[src/execCore_settings.svh]
`ifndef EXEC_CORE_SETTINGS_SVH
`define EXEC_CORE_SETTINGS_SVH

// Width of every data word in the execute path
`define EXEC_DATA_WIDTH 16

// Entries in the decoded-operation FIFO
// Any power of two of 2 or more works
`define EXEC_QUEUE_DEPTH 4

`endif

[src/execPkg.sv]
`default_nettype none

package execPkg;

    // Opcode encodings of the teaching ISA
    typedef enum logic [4:0] {
        ADDR  = 5'b00000,
        SUBR  = 5'b00001,
        XORR  = 5'b00010,
        ANDNR = 5'b00011,
        ROLR  = 5'b00100,
        SLLR  = 5'b00101,
        RORR  = 5'b00110,
        SRLR  = 5'b00111,
        ADDI  = 5'b01000,
        SUBI  = 5'b01001,
        XORI  = 5'b01010,
        ANDNI = 5'b01011,
        BEQZ  = 5'b01100,
        BNEZ  = 5'b01101,
        BLTZ  = 5'b01110,
        BGEZ  = 5'b01111,
        SLBI  = 5'b10010,
        ROLI  = 5'b10100,
        SLLI  = 5'b10101,
        RORI  = 5'b10110,
        SRLI  = 5'b10111,
        LBI   = 5'b11000,
        BTR   = 5'b11001,
        SEQ   = 5'b11100,
        SLT   = 5'b11101,
        SLE   = 5'b11110,
        SCO   = 5'b11111
    } opcodeT;

    // Low two bits follow the opcode's function bits
    typedef enum logic [2:0] {ADD, SUB, XOR, ANDN, ROL, SLL, ROR, SRL} aluOpT;

    typedef enum logic [1:0] {EQ, LT, LE, CARRY} setCondT;

    typedef enum logic [1:0] {ALU, SET, REVERSE, BYTEIMM} resultSelT;

    typedef struct packed {
        opcodeT     opcode;
        logic [2:0] rs;
        logic [2:0] rt;
        logic [2:0] rd;
        logic [1:0] spare;
    } rFormT;

    typedef struct packed {
        opcodeT     opcode;
        logic [2:0] rs;
        logic [2:0] rd;
        logic [4:0] imm5;
    } iFormT;

    typedef struct packed {
        opcodeT     opcode;
        logic [2:0] rs;
        logic [7:0] imm8;
    } jFormT;

    // One fetched word seen through each instruction format
    typedef union packed {
        rFormT rForm;
        iFormT iForm;
        jFormT jForm;
    } instrWordT;

endpackage

`default_nettype wire

[src/execBus.sv]
`timescale 1ns/1ps
`default_nettype none

`include "execCore_settings.svh"

interface execBus import execPkg::*; ();
    logic                        valid;
    aluOpT                       aluOp;
    logic                        useImm;
    // Adder forms inA minus inB
    logic                        invertB;
    setCondT                     setCond;
    resultSelT                   resultSel;
    logic                        isBranch;
    logic [`EXEC_DATA_WIDTH-1:0] immVal;
    logic [`EXEC_DATA_WIDTH-1:0] opA;
    logic [`EXEC_DATA_WIDTH-1:0] opB;
    logic [2:0]                  destReg;

    modport source (
        output valid, aluOp, useImm, invertB, setCond, resultSel,
        output isBranch, immVal, opA, opB, destReg
    );

    modport sink (
        input valid, aluOp, useImm, invertB, setCond, resultSel,
        input isBranch, immVal, opA, opB, destReg
    );
endinterface

`default_nettype wire

[src/instrDecoder.sv]
`timescale 1ns/1ps
`default_nettype none

`include "execCore_settings.svh"

module instrDecoder import execPkg::*; (
    input  logic                        clk,
    input  logic                        rstN,
    input  logic                        instrValid,
    input  instrWordT                   instr,
    input  logic [`EXEC_DATA_WIDTH-1:0] rsData,
    input  logic [`EXEC_DATA_WIDTH-1:0] rtData,
    execBus.source                      busIn
);
    localparam int W = `EXEC_DATA_WIDTH;

    logic [4:0]   opBits;
    aluOpT        aluOpNext;
    logic         useImmNext;
    logic         invertBNext;
    setCondT      setCondNext;
    resultSelT    resultSelNext;
    logic         isBranchNext;
    logic [W-1:0] immNext;
    logic [2:0]   destNext;
    logic         opKnown;

    assign opBits = instr.rForm.opcode;

    always_comb begin
        aluOpNext     = ADD;
        useImmNext    = 1'b0;
        invertBNext   = 1'b0;
        setCondNext   = EQ;
        resultSelNext = ALU;
        isBranchNext  = 1'b0;
        immNext       = '0;
        destNext      = instr.rForm.rd;
        opKnown       = 1'b1;
        case (instr.rForm.opcode)
            ADDR, SUBR, XORR, ANDNR, ROLR, SLLR, RORR, SRLR:
                aluOpNext = aluOpT'(opBits[2:0]);
            ADDI, SUBI, XORI, ROLI, SLLI, RORI, SRLI: begin
                // Bit 4 splits arithmetic from shift immediates
                aluOpNext  = aluOpT'({opBits[4], opBits[1:0]});
                useImmNext = 1'b1;
                immNext    = {{(W-5){instr.iForm.imm5[4]}}, instr.iForm.imm5};
                destNext   = instr.iForm.rd;
            end
            ANDNI: begin
                aluOpNext  = ANDN;
                useImmNext = 1'b1;
                immNext    = {{(W-5){1'b0}}, instr.iForm.imm5};
                destNext   = instr.iForm.rd;
            end
            SEQ, SLT, SLE, SCO: begin
                // Compares need rs minus rt, carry needs rs plus rt
                invertBNext   = (instr.rForm.opcode != SCO);
                setCondNext   = setCondT'(opBits[1:0]);
                resultSelNext = SET;
            end
            BTR:
                resultSelNext = REVERSE;
            LBI: begin
                resultSelNext = BYTEIMM;
                immNext       = {{(W-8){instr.jForm.imm8[7]}}, instr.jForm.imm8};
                destNext      = instr.jForm.rs;
            end
            SLBI: begin
                resultSelNext = BYTEIMM;
                useImmNext    = 1'b1;
                immNext       = {{(W-8){1'b0}}, instr.jForm.imm8};
                destNext      = instr.jForm.rs;
            end
            BEQZ, BNEZ, BLTZ, BGEZ: begin
                isBranchNext = 1'b1;
                destNext     = 3'd0;
            end
            default:
                opKnown = 1'b0;
        endcase
    end

    always_ff @(posedge clk) begin
        if (!rstN) begin
            busIn.valid <= 1'b0;
        end else begin
            busIn.valid <= instrValid;
        end
    end

    always_ff @(posedge clk) begin
        if (instrValid) begin
            busIn.aluOp     <= aluOpNext;
            busIn.useImm    <= useImmNext;
            busIn.invertB   <= invertBNext;
            busIn.setCond   <= setCondNext;
            busIn.resultSel <= resultSelNext;
            busIn.isBranch  <= isBranchNext;
            busIn.immVal    <= immNext;
            busIn.opA       <= rsData;
            busIn.opB       <= useImmNext ? immNext : rtData;
            busIn.destReg   <= destNext;
        end
    end

    // Only supported opcodes may be issued
    assert property (@(posedge clk) disable iff (!rstN) instrValid |-> opKnown);

endmodule

`default_nettype wire

[src/opQueue.sv]
`timescale 1ns/1ps
`default_nettype none

`include "execCore_settings.svh"

module opQueue import execPkg::*; (
    input  logic   clk,
    input  logic   rstN,
    input  logic   pop,
    execBus.sink   busIn,
    execBus.source busOut,
    output logic   full
);
    localparam int Depth = `EXEC_QUEUE_DEPTH;
    localparam int PtrW  = $clog2(Depth);

    typedef struct packed {
        aluOpT                       aluOp;
        logic                        useImm;
        logic                        invertB;
        setCondT                     setCond;
        resultSelT                   resultSel;
        logic                        isBranch;
        logic [`EXEC_DATA_WIDTH-1:0] immVal;
        logic [`EXEC_DATA_WIDTH-1:0] opA;
        logic [`EXEC_DATA_WIDTH-1:0] opB;
        logic [2:0]                  destReg;
    } entryT;

    entryT           mem [Depth];
    entryT           wrEntry;
    entryT           head;
    logic [PtrW-1:0] wrPtr;
    logic [PtrW-1:0] rdPtr;
    logic [PtrW:0]   count;

    assign wrEntry = '{busIn.aluOp, busIn.useImm, busIn.invertB, busIn.setCond,
                       busIn.resultSel, busIn.isBranch, busIn.immVal, busIn.opA,
                       busIn.opB, busIn.destReg};

    always_ff @(posedge clk) begin
        if (busIn.valid) begin
            mem[wrPtr] <= wrEntry;
        end
    end

    always_ff @(posedge clk) begin
        if (!rstN) begin
            wrPtr <= '0;
            rdPtr <= '0;
            count <= '0;
        end else begin
            if (busIn.valid) begin
                wrPtr <= wrPtr + 1'b1;
            end
            if (pop) begin
                rdPtr <= rdPtr + 1'b1;
            end
            if (busIn.valid && !pop) begin
                count <= count + 1'b1;
            end else if (!busIn.valid && pop) begin
                count <= count - 1'b1;
            end
        end
    end

    // Head entry falls through straight from storage
    assign head             = mem[rdPtr];
    assign busOut.valid     = (count != '0);
    assign busOut.aluOp     = head.aluOp;
    assign busOut.useImm    = head.useImm;
    assign busOut.invertB   = head.invertB;
    assign busOut.setCond   = head.setCond;
    assign busOut.resultSel = head.resultSel;
    assign busOut.isBranch  = head.isBranch;
    assign busOut.immVal    = head.immVal;
    assign busOut.opA       = head.opA;
    assign busOut.opB       = head.opB;
    assign busOut.destReg   = head.destReg;

    // One slot early since the decoder holds one more op in flight
    assign full = (count >= (Depth - 1));

    assert property (@(posedge clk) disable iff (!rstN) busIn.valid |-> count != Depth);
    assert property (@(posedge clk) disable iff (!rstN) pop |-> count != '0);

endmodule

`default_nettype wire

[src/aluCore.sv]
`timescale 1ns/1ps
`default_nettype none

`include "execCore_settings.svh"

module aluCore import execPkg::*; (
    input  logic [`EXEC_DATA_WIDTH-1:0] inA,
    input  logic [`EXEC_DATA_WIDTH-1:0] inB,
    input  aluOpT                       aluOp,
    input  logic                        invertB,
    output logic [`EXEC_DATA_WIDTH-1:0] out,
    output logic                        zero,
    output logic                        ltz,
    output logic                        ovf,
    output logic                        carry
);
    localparam int W    = `EXEC_DATA_WIDTH;
    localparam int AmtW = $clog2(W);

    logic [W-1:0]    addA;
    logic [W-1:0]    addB;
    logic            cIn;
    logic [W-1:0]    sum;
    logic            cOut;
    logic            rawOvf;
    logic            isArith;
    logic [AmtW-1:0] amt;
    logic [2*W-1:0]  rolWide;
    logic [2*W-1:0]  rorWide;

    // SUB gives inB minus inA, invertB gives inA minus inB
    assign addA = (aluOp == SUB) ? ~inA : inA;
    assign addB = invertB ? ~inB : inB;
    assign cIn  = (aluOp == SUB) || invertB;

    assign {cOut, sum} = addA + addB + cIn;

    assign rawOvf  = (addA[W-1] == addB[W-1]) && (sum[W-1] != addA[W-1]);
    assign isArith = (aluOp == ADD) || (aluOp == SUB);

    // Shift amount comes from the low bits of inB
    assign amt     = inB[AmtW-1:0];
    assign rolWide = {inA, inA} << amt;
    assign rorWide = {inA, inA} >> amt;

    always_comb begin
        case (aluOp)
            ADD, SUB: out = sum;
            XOR:      out = inA ^ inB;
            ANDN:     out = inA & ~inB;
            ROL:      out = rolWide[2*W-1:W];
            SLL:      out = inA << amt;
            ROR:      out = rorWide[W-1:0];
            SRL:      out = inA >> amt;
            default:  out = sum;
        endcase
    end

    assign ovf   = isArith && rawOvf;
    assign carry = isArith && cOut;

    // Flags of add and subtract follow the true signed result
    always_comb begin
        if (isArith) begin
            zero = (sum == '0) && !rawOvf;
            ltz  = sum[W-1] ^ rawOvf;
        end else begin
            zero = (out == '0);
            ltz  = out[W-1];
        end
    end

endmodule

`default_nettype wire

[src/executeStage.sv]
`timescale 1ns/1ps
`default_nettype none

`include "execCore_settings.svh"

module executeStage import execPkg::*; (
    input  logic                        clk,
    input  logic                        rstN,
    input  logic                        stall,
    execBus.sink                        busOut,
    output logic                        pop,
    output logic                        resultValid,
    output logic [`EXEC_DATA_WIDTH-1:0] result,
    output logic [2:0]                  destReg,
    output logic                        zero,
    output logic                        ltz,
    output logic                        err
);
    localparam int W = `EXEC_DATA_WIDTH;

    logic [W-1:0] aluB;
    logic [W-1:0] aluOut;
    logic         aluZero;
    logic         aluLtz;
    logic         aluOvf;
    logic         aluCarry;
    logic         setBit;
    logic [W-1:0] reversed;
    logic [W-1:0] byteImm;
    logic [W-1:0] resVal;
    logic         errNext;

    assign pop = busOut.valid && !stall;

    // Branches compare rs against zero
    assign aluB = busOut.isBranch ? '0 : busOut.opB;

    aluCore uAlu (
        .inA     (busOut.opA),
        .inB     (aluB),
        .aluOp   (busOut.aluOp),
        .invertB (busOut.invertB),
        .out     (aluOut),
        .zero    (aluZero),
        .ltz     (aluLtz),
        .ovf     (aluOvf),
        .carry   (aluCarry)
    );

    always_comb begin
        case (busOut.setCond)
            EQ:      setBit = aluZero;
            LT:      setBit = aluLtz;
            LE:      setBit = aluZero || aluLtz;
            default: setBit = aluCarry;
        endcase
    end

    always_comb begin
        for (int i = 0; i < W; i++) begin
            reversed[i] = busOut.opA[W-1-i];
        end
    end

    // useImm marks SLBI, otherwise LBI
    assign byteImm = busOut.useImm ? ((busOut.opA << 8) | busOut.immVal) : busOut.immVal;

    always_comb begin
        case (busOut.resultSel)
            ALU:     resVal = aluOut;
            SET:     resVal = {{(W-1){1'b0}}, setBit};
            REVERSE: resVal = reversed;
            default: resVal = byteImm;
        endcase
    end

    assign errNext = aluOvf && (busOut.resultSel == ALU);

    always_ff @(posedge clk) begin
        if (!rstN) begin
            resultValid <= 1'b0;
            zero        <= 1'b0;
            ltz         <= 1'b0;
            err         <= 1'b0;
        end else begin
            resultValid <= pop;
            if (pop) begin
                zero <= aluZero;
                ltz  <= aluLtz;
                err  <= errNext;
            end
        end
    end

    always_ff @(posedge clk) begin
        if (pop) begin
            result  <= busOut.isBranch ? '0 : resVal;
            destReg <= busOut.destReg;
        end
    end

    // The two subtract forms never reach the ALU together
    assert property (@(posedge clk) disable iff (!rstN)
        pop |-> !(busOut.invertB && (busOut.aluOp == SUB)));

endmodule

`default_nettype wire

[src/execCore.sv]
`timescale 1ns/1ps
`default_nettype none

`include "execCore_settings.svh"

module execCore import execPkg::*; (
    input  logic                        clk,
    input  logic                        rstN,
    input  logic                        instrValid,
    input  instrWordT                   instr,
    input  logic [`EXEC_DATA_WIDTH-1:0] rsData,
    input  logic [`EXEC_DATA_WIDTH-1:0] rtData,
    input  logic                        stall,
    output logic                        full,
    output logic                        resultValid,
    output logic [`EXEC_DATA_WIDTH-1:0] result,
    output logic [2:0]                  destReg,
    output logic                        zero,
    output logic                        ltz,
    output logic                        err
);
    logic pop;

    execBus busIn ();
    execBus busOut ();

    instrDecoder uDecoder (
        .clk        (clk),
        .rstN       (rstN),
        .instrValid (instrValid),
        .instr      (instr),
        .rsData     (rsData),
        .rtData     (rtData),
        .busIn      (busIn.source)
    );

    opQueue uQueue (
        .clk    (clk),
        .rstN   (rstN),
        .pop    (pop),
        .busIn  (busIn.sink),
        .busOut (busOut.source),
        .full   (full)
    );

    executeStage uExecute (
        .clk         (clk),
        .rstN        (rstN),
        .stall       (stall),
        .busOut      (busOut.sink),
        .pop         (pop),
        .resultValid (resultValid),
        .result      (result),
        .destReg     (destReg),
        .zero        (zero),
        .ltz         (ltz),
        .err         (err)
    );

endmodule

`default_nettype wire

[config.mk]
export PLATFORM = sky130hd
export DESIGN_NAME = execCore
export DESIGN_NICKNAME = d
export VERILOG_FILES = /design/src/execPkg.sv /design/src/execBus.sv /design/src/instrDecoder.sv /design/src/opQueue.sv /design/src/aluCore.sv /design/src/executeStage.sv /design/src/execCore.sv
export VERILOG_INCLUDE_DIRS = /design/src
export SDC_FILE = /design/constraint.sdc
export NUM_CORES = 1
export LEC_CHECK = 0
export BUFFER_PORTS_ARGS = -buffer_cell sky130_fd_sc_hd__buf_4
export CORE_AREA = 2 2 217 219
export DETAILED_ROUTE_END_ITERATION = 6
export DIE_AREA = 0 0 219 221
export GPL_TIMING_DRIVEN = 0
export PLACE_DENSITY = 0.63
export SKIP_CTS_REPAIR_TIMING = 1
export SYNTH_ARGS = -nofsm -noshare
export SYNTH_HDL_FRONTEND = slang
export SYNTH_SLANG_ARGS = --single-unit
[constraint.sdc]
create_clock -name clk -period 7.1 [get_ports clk]
set_clock_uncertainty 0.2 [all_clocks]
set_input_delay 0.71 -clock clk [delete_from_list [all_inputs] [get_ports clk]]
set_output_delay 0.71 -clock clk [all_outputs]
set_load 0.01 [all_outputs]
# Word level (Yosys, flattened, before mapping)

Memory sizes are Yosys's and may differ from the RTL's. A register that Yosys moved wholly into a read port is not among the register bits.
Index checks and enable logic that the tools add are counted.
Widths: inputs -> output; s select.

Register bits after elaboration: 92
Memory bits (writable): 244
Output and inout port bits: 24
Logic and storage cells: 131
Memories kept: 1

Add/sub/neg operators: 6
Order comparisons: 1
Eq/ne operators: 40
Shift-type cells: 4
Mux-type cells: 22
Bitwise logic cells: 6
Reductions and logical operators: 31

Memories:

| name       | depth | bits a word | rd ports | clocked after memory_dff | wr ports | RTL line      | RTL |
|---|---|---|---|---|---|---|---|
| uQueue.mem | 4     | 61          | 1        | 1                        | 1        | opQueue.sv:30 | `entryT mem [Depth];` |

Operators with widths:

| cell               | number |
|---|---|
| $pmux 16 s7        | 1 |
| $mux 16            | 5 |
| $pmux 16 s4        | 1 |
| $eq 5x5->1 const B | 11 |
| $pmux 16 s3        | 1 |
| $eq 5x4->1 const B | 8 |
| $logic_not 16->1   | 2 |
| $not 16->16        | 2 |
| $shl 32x4->32      | 1 |
| $shr 32x4->16      | 1 |
| $eq 5x3->1 const B | 4 |
| $pmux 3 s3         | 2 |
| $add 16x16->17     | 1 |
| $add 17x1->17      | 1 |
| $and 16x16->16     | 1 |
| $or 16x16->16      | 1 |
| $reduce_or 8->1    | 2 |
| $shl 16x4->16      | 1 |
| $shr 16x4->16      | 1 |
| $xor 16x16->16     | 1 |
| $eq 3x3->1 const B | 4 |
| $eq 5x2->1 const B | 2 |
| $reduce_or 9->1    | 1 |
| $logic_and 1x1->1  | 8 |
| 28 further kinds   | 47 |

# Depth between registers and ports, before layout

Gate-level depths: netlist of run 1.

Word-level depth: 13
Depth in mapped cells: 26
Mapped depth without buffers: 21

# Modules after synthesis

A second synthesis of run 1 with hierarchy kept.

Cells, all modules: 1134
Area, all modules: 16977.5 um^2

By module, submodules not included:

| module       | times used | cells an instance | area each (um^2) | sequential area each (um^2) |
|---|---|---|---|---|
| opQueue      | 1          | 362               | 9316.4           | 7507.2 |
| aluCore      | 1          | 509               | 4016.4           | 0.0 |
| instrDecoder | 1          | 133               | 2232.1           | 1641.6 |
| executeStage | 1          | 130               | 1412.6           | 650.6 |

# Worst setup path after synthesis of run 1

No wires, ideal clock.

Path type: reg2reg
From: reg with a tool-made name
To: reg uExecute.result[0] (data pin)
Library setup time: 0.138 ns
Arrival: 6.785 ns
Setup slack: -0.023 ns
Stages on the path, launching flop included: 26
Cells stage by stage: dfxtp_1 buf_6 buf_6 buf_4 buf_2 buf_1 mux4_2 nand2_1 xnor2_1 ha_1 and3_1 a221oi_1 a211oi_1 a311o_1 a21oi_1 o21ai_0 a21o_1 a21o_1 fa_1 nor3_1 nand3_1 or4_1 or4_4 o41ai_4 o32ai_1 nor2_1

RTL lines:

| element              | RTL line           | RTL |
|---|---|---|
| end signal, assigned | executeStage.sv:97 | `result <= busOut.isBranch ? '0 : resVal;` |
| end, declared        | executeStage.sv:13 | `` output logic [`EXEC_DATA_WIDTH-1:0] result, `` |

==> results of run 1 <==
## area by class of cell
class | count | area (µm²)
well taps | 607 | 759
clock buffers | 30 | 708
multi-input cells | 816 | 6510
repair buffers | 84 | 651
inverters | 37 | 141
fillers | 4414 | 27500
plain buffers | 83 | 529
clock inverters | 20 | 264
flip-flops and latches | 303 | 8960
## sequential cells by signal, indices dropped and copies added, names as in the netlist, 3 cells and up, named ones only
signal / count
uDecoder.busIn.opB: 16
uDecoder.busIn.immVal: 9
uDecoder.busIn.aluOp: 3
uDecoder.busIn.destReg: 3
uExecute.result: 16
uExecute.destReg: 3
uQueue.count: 3
uDecoder.busIn.opA: 16
uQueue.mem: 216
## cells in the final DEF, fill, tap and decap left out, drive strengths merged, types with 10 or more instances in the layout
cell type and n:
a21o 22, a21oi 59, a22oi 19, a31oi 13, and2 22, buf 123
clkbuf 74, clkinv 13, dfxtp 14, edfxtp 289, ha 36, inv 37
mux2i 41, mux4 56, nand2 104, nand2b 10, nand3 21, nand3b 10
nor2 79, nor2b 13, nor3 22, o211ai 20, o21ai 49, xnor2 33
xor2 17
## synth_stat cells, drive strengths merged, types with 13 or more instances
library cell  number
a21o              22
a21oi             59
a22oi             19
a31oi             13
and2              22
buf               40
clkbuf            46
dfxtp             14
edfxtp           289
ha                36
inv               35
mux2i             41
mux4              56
nand2            104
nand3             21
nor2              79
nor2b             13
nor3              22
o211ai            20
o21ai             49
xnor2             33
xor2              17
## path summary, 6_finish.rpt
path / depth (start not counted) / end / slack, ns
min reg2reg: 0 / uQueue.mem[3][36] / 0.28
max reg2reg: 24 / uExecute.result[0] / 0.24
min: 1 / uDecoder.busIn.opA[0] / 0.14
max: 24 / uExecute.result[0] / 0.24
## routing by layer
metal	global-route usage	routed length [µm]	up-vias
met5	0	0	-
met4	0.0789	2170	0
met3	0.0312	3610	143
met2	0.308	22200	586
met1	0.277	20600	5753
li1	-	-	5031
## per-stage QoR
stage | power (mW) | hold slack, ns | setup slack [ns] | cells | setup TNS [ns]
2_1_floorplan | 5.14 | 0.259 | 0.0430 | 1242 | 0
3_3_place_gp | 6.54 | 0.256 | -1.39 | 1922 | -3.79
3_5_place_dp | 6.51 | 0.279 | -1.48 | 1923 | -4.22
4_1_cts | 8.10 | 0.113 | -1.55 | 1973 | -4.62
5_1_grt | 8.76 | 0.116 | -0.0322 | 1980 | -0.0322
6_report | 8.38 | 0.136 | 0.241 | 1980 | 0
## power by group through the flow
stage	logic (mW)	clock network, mW	registers (mW)
after floorplan	2.91	0	2.23
after global placement	4.32	0	2.22
after detailed placement	4.29	0	2.23
after CTS	4.31	1.60	2.19
after global routing	4.89	1.66	2.20
final	4.62	1.56	2.19
## cells by family (layout without fill, tap and decap cells)
| group | count (synthesis) | count (layout) | synth area share |
|---|---|---|---|
| xor gates and xnor gates | 50 | 50 | 0.0278 |
| buffers and inverters | 123 | 254 | 0.0365 |
| and+or+nand+nor | 339 | 339 | 0.109 |
| AOI/OAI and AO/OA | 281 | 281 | 0.122 |
| adders and majority gates | 40 | 40 | 0.0332 |
| muxes | 106 | 106 | 0.111 |
| DFF | 303 | 303 | 0.560 |
## worst max-delay path: stages, from the launching register on
cell and delay, ns:
dfxtp_4 0.38, buf_12 0.14, mux4_2 0.50, buf_6 0.16
nor3b_1 0.20, buf_4 0.23, buf_2 0.32, xnor2_1 0.12
ha_1 0.37, and3_1 0.25, a221oi_4 0.34, a211oi_2 0.14
a311o_1 0.38, a21oi_2 0.17, o21ai_1 0.13, a21o_1 0.19
a21o_1 0.20, fa_2 0.50, nor3_1 0.20, nand3_1 0.11
or4_1 0.49, or4_4 0.46, o41ai_4 0.25, o32ai_1 0.13
nor2_1 0.13
==> results.ini, run 1 <==
[outcome]
outcome = finished, final reports clean

[synthesis]
ys_seq_elements = 303
avgSynthCellArea_um2 = 12.9
seq_area_frac_synth = 0.560
synthTopCellsByArea = edfxtp_1, mux4_2, ha_1
syn-num-nets = 1334
syn-instance-count = 1242
ys_warn_count = 0
yosys.cell_types.count = 89
synth_ff_type = edfxtp_1
netlist_area_um2 = 16000
synth_top_area_frac = 0.543
synthArstFlopShare = 0
synth_edf_count = 289
yosysTopAreaCell = edfxtp_1

[die]
die_h_um = 221
rows = 79
core_area_um2 = 46100
start_util = 0.347
io_pins = 76
die_area_um2 = 48400
dieWidth_um = 219

[route]
first_iter_violations = 1300
wirelength_mm = 48.5
drc = 0
dr.pass1.iters = 5
wl_per_cell_um = 24.5
via_per_inst = 5.81
ant_nets = 0
num_vias = 11513

[sta]
finalHoldViolations = 0
slew_headroom = 0.199
setup_viol = 0
max_freq_ghz = 0.146
worst_slew_pin_slew_ns = 1.20
fin_crit_sh = 0.966
drv_slew = 0
min_period_ns = 6.86

[global_routing]
grt_pass1_wl_mm = 72.2
grt_pass1_vias = 11266
grt-ovfl-total = 0
antenna_found_initial = 0
grt_use_total = 0.198
grt_max_degree = 56

[power]
p_sw_frac = 0.433
internal-power_mw = 4.75
leakage_nw = 6.50
power_switching_mw = 3.63
vdd_drop_max_mv = 0.205
seqPwrFrac = 0.262
p_clk_frac = 0.187
p_comb_frac = 0.552
power_density_nw_per_um2 = 452

[finish]
syn_to_final_growth_pct = 15.8
drive_above_1_share = 0.202
fin_util = 0.402
fin_area_um2 = 18500
diodes = 0
final_nets = 1445

[critical_path]
end_kind = register
startpoint_type = register
crit_arrival_ns = 7.09
worstPathRequired_ns = 7.33
crit_type = register to register
crit_path_max_fanout = 10

[clock_tree]
cts_tree = built
cts.clk_slew.worst_paths_ns = 0.07
clockRootBuffer = clkbuf_16
cts_made_buffers = 28
max-clock-path-buffers = 3
cts_max_level = 1
clkLatencyLatePin_ns = 0.57
cts_sinks = 303

[worst_hold_path]
min_path_type = input port to register
hp-start = rsData[0]

[placed_design]
place_area_um2 = 17300
portBuffers = 73
dpl.hpwl_mm = 35.0
routabilityCongestion = 1.01

[flow_run]
cap_viol_max_count = 0

Note: power is estimated with default switching activity, not from simulation.
==> inputs of run 2 (changes only) <==
Settings changed: PLACE_DENSITY 0.63 to 0.61.
Clock period 7.1 ns to 7.4 ns, I/O delays scaled along.
==> run 2 against run 1 <==
Cell count grew 0.10%. Critical path depth is 1 higher. Design area up 0.37%. Routed wire length is 1.0% higher. Sequential power down 4%. Clock power is essentially flat. Combinational power is 5.2% lower. Worst hold slack better by 0.014 ns. Global-route usage is 0.29 points higher. Flip-flop and latch count stayed put. Critical path type unchanged.
==> results.ini, run 2 (same netlist as run 1, synthesis figures left out) <==
[outcome]
outcome = finished, final reports clean

[clock_tree]
cts.clk_slew.worst_paths_ns = 0.06
clockRootBuffer = clkbuf_16
clkLatencyLatePin_ns = 0.57
cts_made_buffers = 30
cts_max_level = 1
cts_sinks = 303
cts_tree = built
max-clock-path-buffers = 3

[route]
dr.pass1.iters = 5
via_per_inst = 5.76
ant_nets = 0
num_vias = 11425
first_iter_violations = 1269
wirelength_mm = 49.0
drc = 0
wl_per_cell_um = 24.7

[global_routing]
grt_pass1_vias = 11328
grt_max_degree = 56
antenna_found_initial = 0
grt_use_total = 0.201
grt_pass1_wl_mm = 72.9
grt-ovfl-total = 0

[die]
die_h_um = 221
die_area_um2 = 48400
core_area_um2 = 46100
dieWidth_um = 219
io_pins = 76
rows = 79
start_util = 0.347

[critical_path]
reg2reg_setup_slack_ns = 0.38
crit_arrival_ns = 7.22
r2r_cells = 25
cp_top_family = compound AO/OA/AOI/OAI gates
startpoint_type = register
crit_type = register to register
critPathMaxStageDelay_ns = 0.61
path_common_cell = a21o_1
path_buf_inv = 5
crit_path_max_fanout = 10
worstReg2RegEnd = uExecute.result[0]
end_kind = register
crit_slowest_cell = fa_2
worstPathRequired_ns = 7.60

[power]
internal-power_mw = 4.57
p_clk_frac = 0.194
p_comb_frac = 0.545
vdd_drop_max_mv = 0.179
power_switching_mw = 3.47
power_mw = 8.04
leakage_nw = 6.52
power_density_nw_per_um2 = 432
p_sw_frac = 0.431
seqPwrFrac = 0.261

[worst_hold_path]
whs_path_depth = 1
hp-start = rsData[7]
min_path_type = input port to register
hold_end = uDecoder.busIn.opA[7]

[sta]
fin_crit_sh = 0.948
slew_headroom = 0.164
max_freq_ghz = 0.143
worst_slew_pin_slew_ns = 1.25
rsz0062_at_grt = false
drv_slew = 0
setup_viol = 0
setup_tns_ns = 0
min_period_ns = 7.02
finalHoldViolations = 0

[finish]
largest_register = uQueue.mem
largest_register_ffs = 216
layout.cells.non_filler = 1982
fin_util = 0.404
final_cell_mix = edfxtp_1, nand2_1, buf_4
drive_above_1_share = 0.200
syn_to_final_growth_pct = 16.3
fin_area_um2 = 18600
final_nets = 1446
layout_commonest_cell = edfxtp_1
diodes = 0

[placed_design]
dpl.hpwl_mm = 35.4
portBuffers = 73
place_area_um2 = 17400
routabilityCongestion = 0.967
dp.cells = 1926

[flow_run]
cap_viol_max_count = 0

run 2: changes by cell type in the layout (fill, tap and decap cells not counted), sizes merged:
cell / delta
clkbuf: +1
clkinv: -1
buf: +2
run 2: worst max-delay path by stage:
stage             start            endpoint  slack (ns)  cells past startpoint
2_1_floorplan  register  uExecute.result[0]        0.28                     25
3_3_place_gp   register  uExecute.result[0]       -1.19                     24
3_5_place_dp   register  uExecute.result[0]       -1.25                     24
4_1_cts        register  uExecute.result[0]       -1.27                     24
5_1_grt        register  uExecute.result[0]      0.0004                     25
6_report       register  uExecute.result[0]        0.38                     25
run 2: final cells by class:
cell class,instances,area [µm²]
plain buffers,83,512
clock inverters,19,260
inverters,37,141
multi-input cells,816,6490
repair buffers,83,703
fillers,4392,27500
flip-flops and latches,303,8960
well taps,607,759
clock buffers,34,766
run 2: metal layers:
| metal | vias up | part of all wire | track usage |
|---|---|---|---|
| li1 | 5032 | - | - |
| met1 | 5734 | 0.43 | 0.285 |
| met2 | 535 | 0.46 | 0.313 |
| met3 | 124 | 0.067 | 0.0231 |
| met4 | 0 | 0.042 | 0.0820 |
| met5 | - | 0 | 0 |
run 2: power by group through the flow:
stage | Clock (mW) | Combinational, mW | Sequential (mW)
6_report | 1.56 | 4.38 | 2.10
4_1_cts | 1.60 | 4.16 | 2.10
5_1_grt | 1.66 | 4.67 | 2.11
3_3_place_gp | 0 | 4.16 | 2.13
2_1_floorplan | 0 | 2.80 | 2.14
3_5_place_dp | 0 | 4.14 | 2.14
run 2: metrics by stage:
step | worst slack (ns) | hold slack, ns
after global routing | 0.000387 | 0.127
final | 0.385 | 0.150
after floorplan | 0.277 | 0.259
after detailed placement | -1.25 | 0.278
after global placement | -1.19 | 0.268
after CTS | -1.27 | 0.127
run 2: worst register-to-register path: cells and delay by family (launching register included):
kind            cells  cell delay (ns)
mux                 1             0.51
compound gates     11             2.20
flops               1             0.37
buf+inv             5             1.01
fa+ha+maj           2             0.90
simple gates        4             1.25
xor+xnor            2             0.42
==> inputs of run 3 (changes only) <==
Settings changed: CORE_AREA 2 2 217 219 to 2 2 164 166, DIE_AREA 0 0 219 221 to 0 0 166 168, PLACE_DENSITY 0.61 to 0.91.
==> run 3 against run 2 <==
Sequential power about the same. Clock power shrank 6%. Die area fell by 42%. Cell count decreased by 13%. Highest routed layer is now met5. Register-to-register slack worse by 0.13 ns. Critical path depth is 2 lower. Clock-buffer cell count increased by 2. Sequential share of layout area grew 1.3 points. First-iteration DRC count up 58%. Worst hold slack improved by 0.0076 ns.
==> results.ini, run 3 (same netlist as run 1, synthesis figures left out) <==
[clock_tree]
cts_made_buffers = 30
cts_sinks = 303
max-clock-path-buffers = 3
clkLatencyLatePin_ns = 0.57
cts_max_level = 1
cts.clk_slew.worst_paths_ns = 0.07
clockRootBuffer = clkbuf_16
cts_tree = built

[finish]
diodes = 0
syn_to_final_growth_pct = 13.2
final_nets = 1445
largest_register_ffs = 216
drive_above_1_share = 0.195
final_cell_mix = edfxtp_1, nand2_1, buf_4
nFillCells = 1704
largest_register = uQueue.mem
layout_commonest_cell = edfxtp_1
fin_util = 0.687

[critical_path]
crit_arrival_ns = 7.36
worstReg2RegEnd = uExecute.result[0]
r2r_cells = 23
worstPathRequired_ns = 7.62
end_kind = register
path_common_cell = a21o_1
crit_type = register to register
crit_path_max_fanout = 13
startpoint_type = register
crit_slowest_cell = fa_1
crit_chain = buf_8 > mux4_2 > buf_6 > nor2b_1 > clkinvlp_4 > xnor2_1 > ha_1 > and3_1 > a221oi_4 > a211oi_1 > a311o_1 > a21oi_1 > o21ai_0 > a21o_1 > a21o_1 > fa_1 > xor2_1 > o21ai_1 > or4_1 > or4_4 > o41ai_4 > o32ai_1 > nor2_1
critPathMaxStageDelay_ns = 0.61
crit_path_end = uExecute.result[0]
reg2reg_setup_slack_ns = 0.26

[route]
first_iter_violations = 2002
ant_nets = 0
wirelength_mm = 56.4
dr.pass1.iters = 5
wl_per_cell_um = 32.8
drc = 0
num_vias = 12513
via_per_inst = 7.29

[power]
leakage_nw = 6.46
power_mw = 8.03
power_density_nw_per_um2 = 444
vdd_drop_max_mv = 0.387

[global_routing]
grt_max_degree = 56
grt_pass1_vias = 12140
grt_pass1_wl_mm = 82.1
grt_use_total = 0.400
grt-ovfl-total = 0
antenna_found_initial = 1

[sta]
setup_viol = 0
setup_tns_ns = 0
slew_headroom = 0.216
max_freq_ghz = 0.140
worst_slew_pin_slew_ns = 1.17
min_period_ns = 7.14
drv_slew = 0
finalHoldViolations = 0
fin_crit_sh = 0.965

[die]
die_h_um = 168
io_pins = 76
core_area_um2 = 26400
start_util = 0.607
dieWidth_um = 166
die_area_um2 = 27900
rows = 60

[outcome]
outcome = finished, final reports clean

[placed_design]
portBuffers = 73
dpl.hpwl_mm = 37.4
routabilityCongestion = 0.982

[worst_hold_path]
min_path_type = input port to register

[flow_run]
cap_viol_max_count = 0

[run 3: report_power, final]
part	total, mW	switching [mW]	internal, mW
Sequential	2.12	0.0762	2.04
Combinational	4.44	2.85	1.59
Clock	1.47	0.672	0.801
[run 3: final cells by class]
cell class	instances	area, µm²	share of cell area
clock buffers	36	795	0.0439
well taps	341	427	0.0236
multi-input cells	816	6490	0.359
inverters	37	145	0.00802
clock inverters	19	134	0.00740
repair buffers	83	636	0.0351
flip-flops and latches	303	8960	0.495
plain buffers	82	509	0.0281
[run 3: routing by layer]
metal / wire length [µm] / vias up / track usage
met5: 23 / - / 0
met4: 3150 / 2 / 0.186
met3: 6560 / 202 / 0.0795
met2: 26300 / 1081 / 0.631
met1: 20400 / 6187 / 0.543
li1: - / 5041 / -
[run 3: worst min path at each step]
stage | start | depth (start not counted) | end
after global routing | rsData[4] | 1 | uDecoder.busIn.opA[4]
final | rsData[2] | 1 | uDecoder.busIn.opA[2]
after CTS | rsData[4] | 1 | uDecoder.busIn.opA[4]
after global placement | uExecute.err | 2 | uExecute.err
after floorplan | uDecoder.busIn.destReg[0] | 0 | uQueue.mem[0][0]
after detailed placement | uExecute.err | 2 | uExecute.err
[run 3: critical path, delay by kind of cell (launching register included)]
kind                     cells  cell delay [ns]
AO/OA/AOI/OAI               10             2.14
buffers and inverters        3             0.75
AND/OR/NAND/NOR              5             1.48
flip-flops                   1             0.37
XOR/XNOR                     2             0.48
multiplexers                 1             0.56
adder cells (fa/ha/maj)      2             0.98
[run 3: metrics by stage]
stage	cells	hold WS [ns]	setup slack (ns)	instance area (µm²)
after floorplan	1242	0.259	0.277	16000
after global placement	1656	0.260	-0.769	17000
after detailed placement	1657	0.271	-0.837	17000
after CTS	1712	0.158	-0.952	17900
after global routing	1717	0.156	-0.0437	18100
final	1717	0.158	0.257	18100
